`src/rtl/aluPkg.sv`:
```
// Shared widths, opcodes and register map of the Wishbone arithmetic unit
// Modules import it inside their bodies and use scoped names in their headers
`default_nettype none

package aluPkg;

	// ========================================
	// Widths
	// ========================================
	// Operand width, one word
	localparam int dataWidth = 16;
	// Bus data width, wide enough for a full product
	localparam int busWidth = 32;
	// Word address width of the register map
	localparam int addrWidth = 3;

	// ========================================
	// Opcodes and register map
	// ========================================
	// Codes 5 to 15 are unused and give a zero result
	typedef enum logic [3:0] {
		opAdd = 4'd0,
		opSub = 4'd1,
		opMul = 4'd2,
		opDiv = 4'd3,
		opMod = 4'd4
	} aluOp_t;

	typedef enum logic [addrWidth-1:0] {
		regOperandA = 3'd0,
		regOperandB = 3'd1,
		regOpcode   = 3'd2,
		regResult   = 3'd3,
		regStatus   = 3'd4
	} regAddr_t;

	// Bit positions in the status word
	localparam int statusOverflowBit = 0;
	localparam int statusZeroDivBit  = 1;

endpackage

`default_nettype wire

```
`src/rtl/addSubUnit.sv`:
```
// Ripple-carry adder-subtractor for the arithmetic core
// subtract low gives the unsigned sum, high gives the two's complement difference
`timescale 1ns/10ps
`default_nettype none

module addSubUnit #(
	parameter int Width = aluPkg::dataWidth
) (
	input  logic [Width-1:0]           a,
	input  logic [Width-1:0]           b,
	input  logic                       subtract,
	output logic [aluPkg::busWidth-1:0] result,
	output logic                       overflow
);
	import aluPkg::*;

	logic [Width-1:0] bInv;
	logic [Width-1:0] sum;
	logic [Width:0]   carry;
	logic             topBit;
	logic             signExt;

	// Invert b and inject a carry for subtraction
	assign bInv     = b ^ {Width{subtract}};
	assign carry[0] = subtract;

	// ========================================
	// Full-adder chain
	// ========================================
	for (genvar k = 0; k < Width; k++) begin : genFullAdder
		assign sum[k]     = a[k] ^ bInv[k] ^ carry[k];
		assign carry[k+1] = (a[k] & bInv[k]) | (carry[k] & (a[k] ^ bInv[k]));
	end

	// Carry out is bit Width of the sum; for subtraction a missing
	// carry means a borrow, so the bit is inverted and becomes the sign
	assign topBit  = carry[Width] ^ subtract;
	assign signExt = topBit & subtract;

	assign result = {{(busWidth-Width-1){signExt}}, topBit, sum};

	// Signed overflow from the last two carries
	assign overflow = carry[Width] ^ carry[Width-1];

endmodule

`default_nettype wire

```
`src/rtl/aluCore.sv`:
```
// Arithmetic core: add, subtract, multiply, divide and modulo
// Purely combinational; result and flags are selected by the opcode
`timescale 1ns/10ps
`default_nettype none

module aluCore #(
	parameter int Width = aluPkg::dataWidth
) (
	input  logic [Width-1:0]            operandA,
	input  logic [Width-1:0]            operandB,
	input  aluPkg::aluOp_t              opcode,
	output logic [aluPkg::busWidth-1:0] result,
	output logic                        overflow,
	output logic                        zeroDiv
);
	import aluPkg::*;

	logic [busWidth-1:0] sumWide;
	logic [busWidth-1:0] diffWide;
	logic [busWidth-1:0] productWide;
	logic                addOverflow;
	logic [Width-1:0]    quotient;
	logic [Width-1:0]    remainder;
	logic                divByZero;

	// ========================================
	// Arithmetic units
	// ========================================
	addSubUnit #(.Width(Width)) adder (
		.a        (operandA),
		.b        (operandB),
		.subtract (1'b0),
		.result   (sumWide),
		.overflow (addOverflow)
	);

	// Overflow of the difference is not reported
	addSubUnit #(.Width(Width)) subtractor (
		.a        (operandA),
		.b        (operandB),
		.subtract (1'b1),
		.result   (diffWide),
		.overflow ()
	);

	arrayMultiplier #(.Width(Width)) multiplier (
		.a       (operandA),
		.b       (operandB),
		.product (productWide)
	);

	restoringDivider #(.Width(Width)) divider (
		.dividend    (operandA),
		.divisor     (operandB),
		.quotient    (quotient),
		.remainder   (remainder),
		.zeroDivisor (divByZero)
	);

	// ========================================
	// Result select
	// ========================================
	always_comb begin
		result   = '0;
		overflow = 1'b0;
		zeroDiv  = 1'b0;
		case (opcode)
			opAdd: begin
				result   = sumWide;
				overflow = addOverflow;
			end
			opSub: result = diffWide;
			opMul: result = productWide;
			opDiv: begin
				result  = busWidth'(quotient);
				zeroDiv = divByZero;
			end
			opMod: begin
				result  = busWidth'(remainder);
				zeroDiv = divByZero;
			end
			// Unused codes keep the zero defaults
			default: result = '0;
		endcase
	end

endmodule

`default_nettype wire

```
`src/rtl/aluTop.sv`:
```
// Top level of the Wishbone arithmetic unit
// Connects the bus slave registers to the combinational core
`timescale 1ns/10ps
`default_nettype none

module aluTop #(
	parameter int Width = aluPkg::dataWidth
) (
	input  logic                         clk,
	input  logic                         rstN,
	input  logic                         cyc,
	input  logic                         stb,
	input  logic                         we,
	input  logic [aluPkg::addrWidth-1:0] adr,
	input  logic [aluPkg::busWidth-1:0]  datWr,
	output logic [aluPkg::busWidth-1:0]  datRd,
	output logic                         ack
);
	import aluPkg::*;

	logic [Width-1:0]    operandA;
	logic [Width-1:0]    operandB;
	aluOp_t              opcode;
	logic [busWidth-1:0] result;
	logic                overflow;
	logic                zeroDiv;

	wbAluSlave #(.Width(Width)) slave (
		.clk      (clk),
		.rstN     (rstN),
		.cyc      (cyc),
		.stb      (stb),
		.we       (we),
		.adr      (adr),
		.datWr    (datWr),
		.datRd    (datRd),
		.ack      (ack),
		.operandA (operandA),
		.operandB (operandB),
		.opcode   (opcode),
		.result   (result),
		.overflow (overflow),
		.zeroDiv  (zeroDiv)
	);

	aluCore #(.Width(Width)) core (
		.operandA (operandA),
		.operandB (operandB),
		.opcode   (opcode),
		.result   (result),
		.overflow (overflow),
		.zeroDiv  (zeroDiv)
	);

endmodule

`default_nettype wire

```
`src/rtl/arrayMultiplier.sv`:
```
// Unsigned array multiplier built from rows of ripple adders
// Each row adds one AND partial product into the shifted sum of the row above
`timescale 1ns/10ps
`default_nettype none

module arrayMultiplier #(
	parameter int Width = aluPkg::dataWidth
) (
	input  logic [Width-1:0]            a,
	input  logic [Width-1:0]            b,
	output logic [aluPkg::busWidth-1:0] product
);
	import aluPkg::*;

	logic [Width-1:0]   partial [Width];
	logic [Width-1:0]   rowSum [Width];
	logic               rowCarry [Width];
	logic [Width-1:0]   lowBits;
	logic [2*Width-1:0] fullProduct;

	// One partial product per bit of b
	for (genvar r = 0; r < Width; r++) begin : genPartial
		assign partial[r] = a & {Width{b[r]}};
	end

	// First row passes straight through
	assign rowSum[0]   = partial[0];
	assign rowCarry[0] = 1'b0;
	assign lowBits[0]  = rowSum[0][0];

	// ========================================
	// Adder rows
	// ========================================
	for (genvar r = 1; r < Width; r++) begin : genRow
		logic [Width-1:0] augend;
		logic [Width:0]   carry;

		// Previous sum shifted down by one, with its carry on top
		assign augend   = {rowCarry[r-1], rowSum[r-1][Width-1:1]};
		assign carry[0] = 1'b0;

		for (genvar k = 0; k < Width; k++) begin : genBit
			assign rowSum[r][k] = augend[k] ^ partial[r][k] ^ carry[k];
			assign carry[k+1]   = (augend[k] & partial[r][k]) |
				(carry[k] & (augend[k] ^ partial[r][k]));
		end

		assign rowCarry[r] = carry[Width];
		// Bit 0 of each row is final once the row settles
		assign lowBits[r]  = rowSum[r][0];
	end

	// Last row supplies the upper half
	assign fullProduct = {rowCarry[Width-1], rowSum[Width-1][Width-1:1], lowBits};
	assign product     = busWidth'(fullProduct);

endmodule

`default_nettype wire

```
`src/rtl/restoringDivider.sv`:
```
// Combinational restoring divider shared by divide and modulo
// A zero divisor yields an all-ones quotient and the dividend as remainder
`timescale 1ns/10ps
`default_nettype none

module restoringDivider #(
	parameter int Width = aluPkg::dataWidth
) (
	input  logic [Width-1:0] dividend,
	input  logic [Width-1:0] divisor,
	output logic [Width-1:0] quotient,
	output logic [Width-1:0] remainder,
	output logic             zeroDivisor
);

	logic [Width-1:0] partRem [Width+1];

	assign partRem[0] = '0;

	// ========================================
	// Trial-subtract stages, MSB first
	// ========================================
	for (genvar i = 0; i < Width; i++) begin : genStage
		logic [Width:0]   shifted;
		logic [Width+1:0] diff;
		logic             fits;

		// Bring down the next dividend bit
		assign shifted = {partRem[i], dividend[Width-1-i]};
		assign diff    = {1'b0, shifted} - {2'b00, divisor};

		// No borrow means the divisor fits at this position
		assign fits = ~diff[Width+1];

		assign quotient[Width-1-i] = fits;
		// Restore the shifted value when the subtraction went negative
		assign partRem[i+1] = fits ? diff[Width-1:0] : shifted[Width-1:0];
	end

	assign remainder   = partRem[Width];
	assign zeroDivisor = ~|divisor;

endmodule

`default_nettype wire

```
`src/rtl/wbAluSlave.sv`:
```
// Wishbone classic slave holding the operand and opcode registers
// Every request is acked one cycle later; read data is registered with the ack
`timescale 1ns/10ps
`default_nettype none

module wbAluSlave #(
	parameter int Width = aluPkg::dataWidth
) (
	input  logic                         clk,
	input  logic                         rstN,
	input  logic                         cyc,
	input  logic                         stb,
	input  logic                         we,
	input  logic [aluPkg::addrWidth-1:0] adr,
	input  logic [aluPkg::busWidth-1:0]  datWr,
	output logic [aluPkg::busWidth-1:0]  datRd,
	output logic                         ack,
	output logic [Width-1:0]             operandA,
	output logic [Width-1:0]             operandB,
	output aluPkg::aluOp_t               opcode,
	input  logic [aluPkg::busWidth-1:0]  result,
	input  logic                         overflow,
	input  logic                         zeroDiv
);
	import aluPkg::*;

	logic                request;
	regAddr_t            addrSel;
	logic [busWidth-1:0] readData;

	// New request only once the previous ack has dropped
	assign request = cyc & stb & ~ack;
	assign addrSel = regAddr_t'(adr);

	// ========================================
	// Ack and writable registers
	// ========================================
	always_ff @(posedge clk) begin
		if (!rstN) begin
			ack      <= 1'b0;
			operandA <= '0;
			operandB <= '0;
			opcode   <= opAdd;
		end else begin
			ack <= request;
			if (request && we) begin
				case (addrSel)
					regOperandA: operandA <= datWr[Width-1:0];
					regOperandB: operandB <= datWr[Width-1:0];
					regOpcode:   opcode <= aluOp_t'(datWr[$bits(aluOp_t)-1:0]);
					// Result, status and unmapped words ignore writes
					default: ;
				endcase
			end
		end
	end

	// ========================================
	// Read path
	// ========================================
	always_comb begin
		readData = '0;
		case (addrSel)
			regOperandA: readData[Width-1:0] = operandA;
			regOperandB: readData[Width-1:0] = operandB;
			regOpcode:   readData[$bits(aluOp_t)-1:0] = opcode;
			regResult:   readData = result;
			regStatus: begin
				readData[statusOverflowBit] = overflow;
				readData[statusZeroDivBit]  = zeroDiv;
			end
			default: readData = '0;
		endcase
	end

	// Captured with the request so it is valid while ack is high
	always_ff @(posedge clk) begin
		if (request) begin
			datRd <= readData;
		end
	end

endmodule

`default_nettype wire

```
`config.mk`:
```
export PLATFORM = sky130hd
export DESIGN_NAME = aluTop
export DESIGN_NICKNAME = d
export VERILOG_FILES = /design/src/rtl/aluPkg.sv /design/src/rtl/addSubUnit.sv /design/src/rtl/aluCore.sv /design/src/rtl/aluTop.sv /design/src/rtl/arrayMultiplier.sv /design/src/rtl/restoringDivider.sv /design/src/rtl/wbAluSlave.sv
export SDC_FILE = /design/constraint.sdc
export NUM_CORES = 1
export LEC_CHECK = 0
export BUFFER_PORTS_ARGS = -buffer_cell sky130_fd_sc_hd__buf_4
export CORE_MARGIN = 1.5
export CORE_UTILIZATION = 40
export CTS_CLUSTER_DIAMETER = 30
export DETAILED_ROUTE_END_ITERATION = 8
export GPL_TIMING_DRIVEN = 0
export PLACE_DENSITY = 0.52
export SYNTH_ARGS = -nofsm -noshare
export SYNTH_HDL_FRONTEND = slang
export SYNTH_HIERARCHICAL = 1
export SYNTH_SLANG_ARGS = --single-unit
```
`constraint.sdc`:
```
create_clock -name clk -period 124.2 [get_ports clk]
set_clock_uncertainty 0.2 [all_clocks]
set_input_delay 6.21 -clock clk [delete_from_list [all_inputs] [get_ports clk]]
set_output_delay 6.21 -clock clk [all_outputs]
set_load 0.05 [all_outputs]
```
# ---- After elaboration in Yosys (flattened, before gate mapping)
# Index checks and enable logic that the tools add are counted.
dict set report op_classes {
  addsub 16
  eq_ne 8
  mux 22
  bitwise_logic 1346
  reduce_logical 9
}
# op count
set op_table {}
lappend op_table {{$and 1x1->1} 528}
lappend op_table {{$xor 1x1->1} 527}
lappend op_table {{$sub 17x16->18} 15}
lappend op_table {{$and 16x16->16} 16}
lappend op_table {{$mux 16} 16}
lappend op_table {{$or 1x1->1} 255}
lappend op_table {{$pmux 32 s5} 1}
lappend op_table {{$pmux 12 s3} 1}
lappend op_table {{$not 1->1} 19}
lappend op_table {{$sub 1x16->17} 1}
lappend op_table {{$not 16->16} 1}
lappend op_table {{$reduce_or 16->1} 1}
lappend op_table {{$pmux 2 s5} 1}
lappend op_table {{$eq 4x2->1 const B} 2}
lappend op_table {{$pmux 2 s4} 1}
lappend op_table {{$eq 3x2->1 const B} 2}
lappend op_table {{$reduce_and 2->1} 3}
lappend op_table {{$eq 4x1->1 const B} 1}
lappend op_table {{$eq 4x3->1 const B} 1}
lappend op_table {{$logic_not 4->1} 1}
lappend op_table {{$eq 3x1->1 const B} 1}
lappend op_table {{$eq 3x3->1 const B} 1}
lappend op_table {{$logic_not 3->1} 1}
lappend op_table {{$mux 1} 2}
lappend op_table {{other kinds (3)} 3}
dict set report word_totals {
  regBits 69
  output_inout_bits 33
  word_cells 1407
}

# ---- Longest topological paths before layout
dict set report logic_depth {
  word_depth 90
  mapped_depth 252
  depth_no_buf 233
}

# ---- Hierarchy
# The synthesis kept the hierarchy.
# module instances cells_each area_each_um2 seq_area_each_um2
set by_module_without_submodules {}
lappend by_module_without_submodules {restoringDivider 1 1854 13471.7 0.0}
lappend by_module_without_submodules {arrayMultiplier 1 622 6831.6 0.0}
lappend by_module_without_submodules {wbAluSlave 1 269 2986.6 1701.6}
lappend by_module_without_submodules {addSubUnit 2 82 737.0 0.0}
lappend by_module_without_submodules {aluCore 1 140 1139.8 0.0}

# ---- Worst setup path after synthesis
# No wires, ideal clock.
dict set report synth_path {
  path_kind {reg2reg}
  startpoint {register slave.operandB[1]}
  endpoint {register slave/datRd[0] (netlist name) (data pin)}
  setup_time_ns 0.265
  arrival_ns 46.827
  required_time_ns 123.735
  slack_ns 76.908
  path_stages_with_launch 237
  path_cell_list {dfxtp_1 inv_1 ha_1 nand2_1 a21oi_1 ha_1 clkbuf_1 and3_1 a211o_1 a211oi_1 o21a_1 clkbuf_1 nand2_1 o211ai_1 inv_1 ha_1 or4_1 o211a_1 [201 not listed] a21o_1 a21o_1 a21o_1 a21o_1 a21o_1 a21o_1 a21o_1 a21o_1 a21o_1 a211oi_4 buf_6 inv_2 buf_4 mux4_2 a22o_1 nand3_1 o21a_1 o22ai_1}
}
dict set report synth_via {
  elab_chain_len 34
  word_cells_on_any_way 69
}
# element line_no
set synth_lines {}
lappend synth_lines {{from (decl)} wbAluSlave.sv:19} ;# output logic [Width-1:0] operandB,
lappend synth_lines {{from (signal assigned)} wbAluSlave.sv:49} ;# regOperandB: operandB <= datWr[Width-1:0];
lappend synth_lines {{$sub 1x16->17} restoringDivider.sv:30} ;# assign diff = {1'b0, shifted} - {2'b00, divisor};
lappend synth_lines {{$mux 16} restoringDivider.sv:37} ;# assign partRem[i+1] = fits ? diff[Width-1:0] : shifted[Width-1:0];
lappend synth_lines {{$sub 17x16->18} restoringDivider.sv:30}
lappend synth_lines {{$mux 16} restoringDivider.sv:37}
lappend synth_lines {{$sub 17x16->18} restoringDivider.sv:30}
lappend synth_lines {{$mux 16} restoringDivider.sv:37}
lappend synth_lines {{$sub 17x16->18} restoringDivider.sv:30}
lappend synth_lines {{$mux 16} restoringDivider.sv:37}
lappend synth_lines {{[21 not listed]} --}
lappend synth_lines {{$mux 16} restoringDivider.sv:37}
lappend synth_lines {{$sub 17x16->18 *} restoringDivider.sv:30}
lappend synth_lines {{$not 1->1 *} restoringDivider.sv:33} ;# assign fits = ~diff[Width+1];
lappend synth_lines {{net core.divider.genStage[15].fits} restoringDivider.sv:26} ;# logic fits;
lappend synth_lines {{$pmux 32 s5 *} aluCore.sv:67} ;# case (opcode)
lappend synth_lines {{net result[0]} aluTop.sv:24} ;# logic [busWidth-1:0] result;
lappend synth_lines {{$pmux 2 s5 *} wbAluSlave.sv:63} ;# case (addrSel)
lappend synth_lines {{net slave.readData[0]} wbAluSlave.sv:29} ;# logic [busWidth-1:0] readData;
lappend synth_lines {{to (signal assigned)} wbAluSlave.sv:79} ;# datRd <= readData;
lappend synth_lines {{to (decl)} wbAluSlave.sv:16} ;# output logic [aluPkg::busWidth-1:0] datRd,
# Mark *: on every way through the listed nets, which the timed path passes. The rest lies on a longest branch.
# A chain may end at the register's enable or synchronous reset.

# ---- Worst setup path in the final report
# Ends and elaborated chain as after synthesis.

==> impl_results.md <==
* Sequential cell area at 1700 µm²
* Die span in y at 257 µm
* DR iter-0 viols at 1258
* CTS tree: yes
* Top Ports at 73
* DIE AREA at 66300 µm²
* Relative slew slack at 8.78%
* Setup crit start: slave/operandB[1]$_SDFFE_PN0P_
* Post-CTS Repair Setup Buffers at 0
* Critical Path Max Stage Delay at 1.23 ns
* Worst Hold Depth at 2
* Die width at 257 µm
* TNS Setup at 0 ns
* Setup violators final at 0
* Synth Instances at 3048
* Hold_buf cts at 0
* Worst-Skew Late Latency at 0.35 ns
* Fill cells at 6354
* Initial core utilization at 40.3%
* Endpoint class of the critical path: register
* Port bufs at 54
* Crit-path most repeated cell: o21ai_0
* Multi-input logic area at 21900 µm²
* Layout cell share with drive strength beyond 1 at 12.0%
* R2R setup slack at 63.74 ns
* Levels on crit path at 239
* Data required time of the critical path at 124.08 ns
* Critical Path AT at 60.34 ns
* Worst slew pin tran at 1.37 ns
* Endpoints failing hold at 0
* R2R Path Start: slave/operandB[1]$_SDFFE_PN0P_
* Minimum clock period after layout at 60.46 ns
* Pre-CTS setup slack at 64.33 ns
* # rows at 93
* Most common cell after layout, fill and taps aside: inv_1
* Vias in the first global route at 22000
* Post-Syn Area at 25900 µm²
* Most frequent cells in the layout: 304 x inv_1, 269 x fa_1, 259 x ha_1, 252 x nand2_1, 207 x and2_1
* Critical path type: reg -> reg
* Final net count at 3690
* Hold/Removal Path Class: reg -> reg
* Ys Warns at 6
* Period utilization at 48.7%
* Fin cells at 3984
* CP top delay family: compound AO/OA/AOI/OAI gates
* Max cap viols at 0
* CTS max path bufs at 2
* Vias per cell at 5.52
* Antenna-violating nets left at 0
* RSZ-0062 raised after global routing: no
* Slowest CP cell: dfxtp_1
* First-pass GRT wire length at 122000 µm
* Worst Reg-to-Reg Cells at 239
* Synth-to-layout area growth at 7.04%
* Fmax at 16.5 MHz
* DRC at 0
* GRT Overall Usage at 23.0%
* Grt ovf at 0
* Post-CTS Resized at 0
* H-tree lvl count at 3
* Crit-path max FO at 33
* Pins over their slew limit at 0
* Largest net degree at the start of global routing at 34
* Post-DP HPWL at 62800 µm
* Final WL at 77000 µm
* Post-DR wirelength/cell at 19.3 µm
* Antenna violations before repair at 1
* Setup ws final at 63.74 ns
* Status: complete, no violations
* TritonCTS Buffers at 9
* Critical Path Start Type: register
* Crit path to: slave/datRd[0]$_DFFE_PN_
* Core ar. at 64200 µm²
* Critical path buffer and inverter count at 35
* Clk sink count at 69
* Reg-to-reg endpoint: slave/datRd[0]$_DFFE_PN_
* Clk root buf: clkbuf_16
* Syn Area/Cell at 8.50 µm²
* Hold_ws at 0.311 ns
* Cell total after placement at 3966
* Via count at 22000
* Gpl congestion at 0.898
* Total iterations of the first detailed-routing run at 5
* Clk slew on worst S/H paths at 0.06 ns
==> how the worst min path moves through the flow <==
stage                                             from                           end
after floorplan           slave/opcode[0]$_SDFFE_PN0P_  slave/opcode[0]$_SDFFE_PN0P_
after global placement    slave/opcode[0]$_SDFFE_PN0P_  slave/opcode[0]$_SDFFE_PN0P_
after detailed placement  slave/opcode[0]$_SDFFE_PN0P_  slave/opcode[0]$_SDFFE_PN0P_
after CTS                 slave/opcode[0]$_SDFFE_PN0P_  slave/opcode[0]$_SDFFE_PN0P_
after global routing      slave/opcode[0]$_SDFFE_PN0P_  slave/opcode[0]$_SDFFE_PN0P_
final                     slave/opcode[0]$_SDFFE_PN0P_  slave/opcode[0]$_SDFFE_PN0P_
==> final cells by class <==
class                           instances  share of cell area (%)
Antenna cell                            2                  0.0181
Buffer                                157                    4.10
Clock buffer                           10                   0.826
Clock inverter                          6                   0.167
Inverter                              316                    4.28
Multi-Input combinational cell       2514                    79.0
Sequential cell                        69                    6.14
Tap cell                              855                    3.86
Timing Repair Buffer                   55                    1.56
==> worst reg2reg max path: cells and delay by family (launching register included) <==
| kind | cells | cell delay, ns |
|---|---|---|
| compound gates | 145 | 34.88 |
| fa+ha+maj | 16 | 5.07 |
| buf+inv | 35 | 9.18 |
| flops | 1 | 1.23 |
| mux | 8 | 3.26 |
| simple gates | 35 | 6.39 |
==> per-stage QoR <==
step                area, µm²  utilization [%]
finish                  27700             43.2
global route            27700             43.1
CTS                     27700             43.1
detailed placement      27400             42.7
global placement        27400             42.7
floorplan               25900                -
==> flip-flops by register name, summed over array words and instances, names as in the netlist <==
signal / flops
slave/opcode: 4
slave/ack: 1
slave/operandA: 16
slave/operandB: 16
slave/datRd: 32
==> per-layer routing <==
metal	global-route usage (%)	part of all wire (%)
met1	32.5	48
met2	38.6	46
met3	2.24	5.0
met4	3.27	1.1
met5	0	0
Power is not shown: default switching activity piles up to over one toggle a cycle in this logic, so the estimate is an artifact.
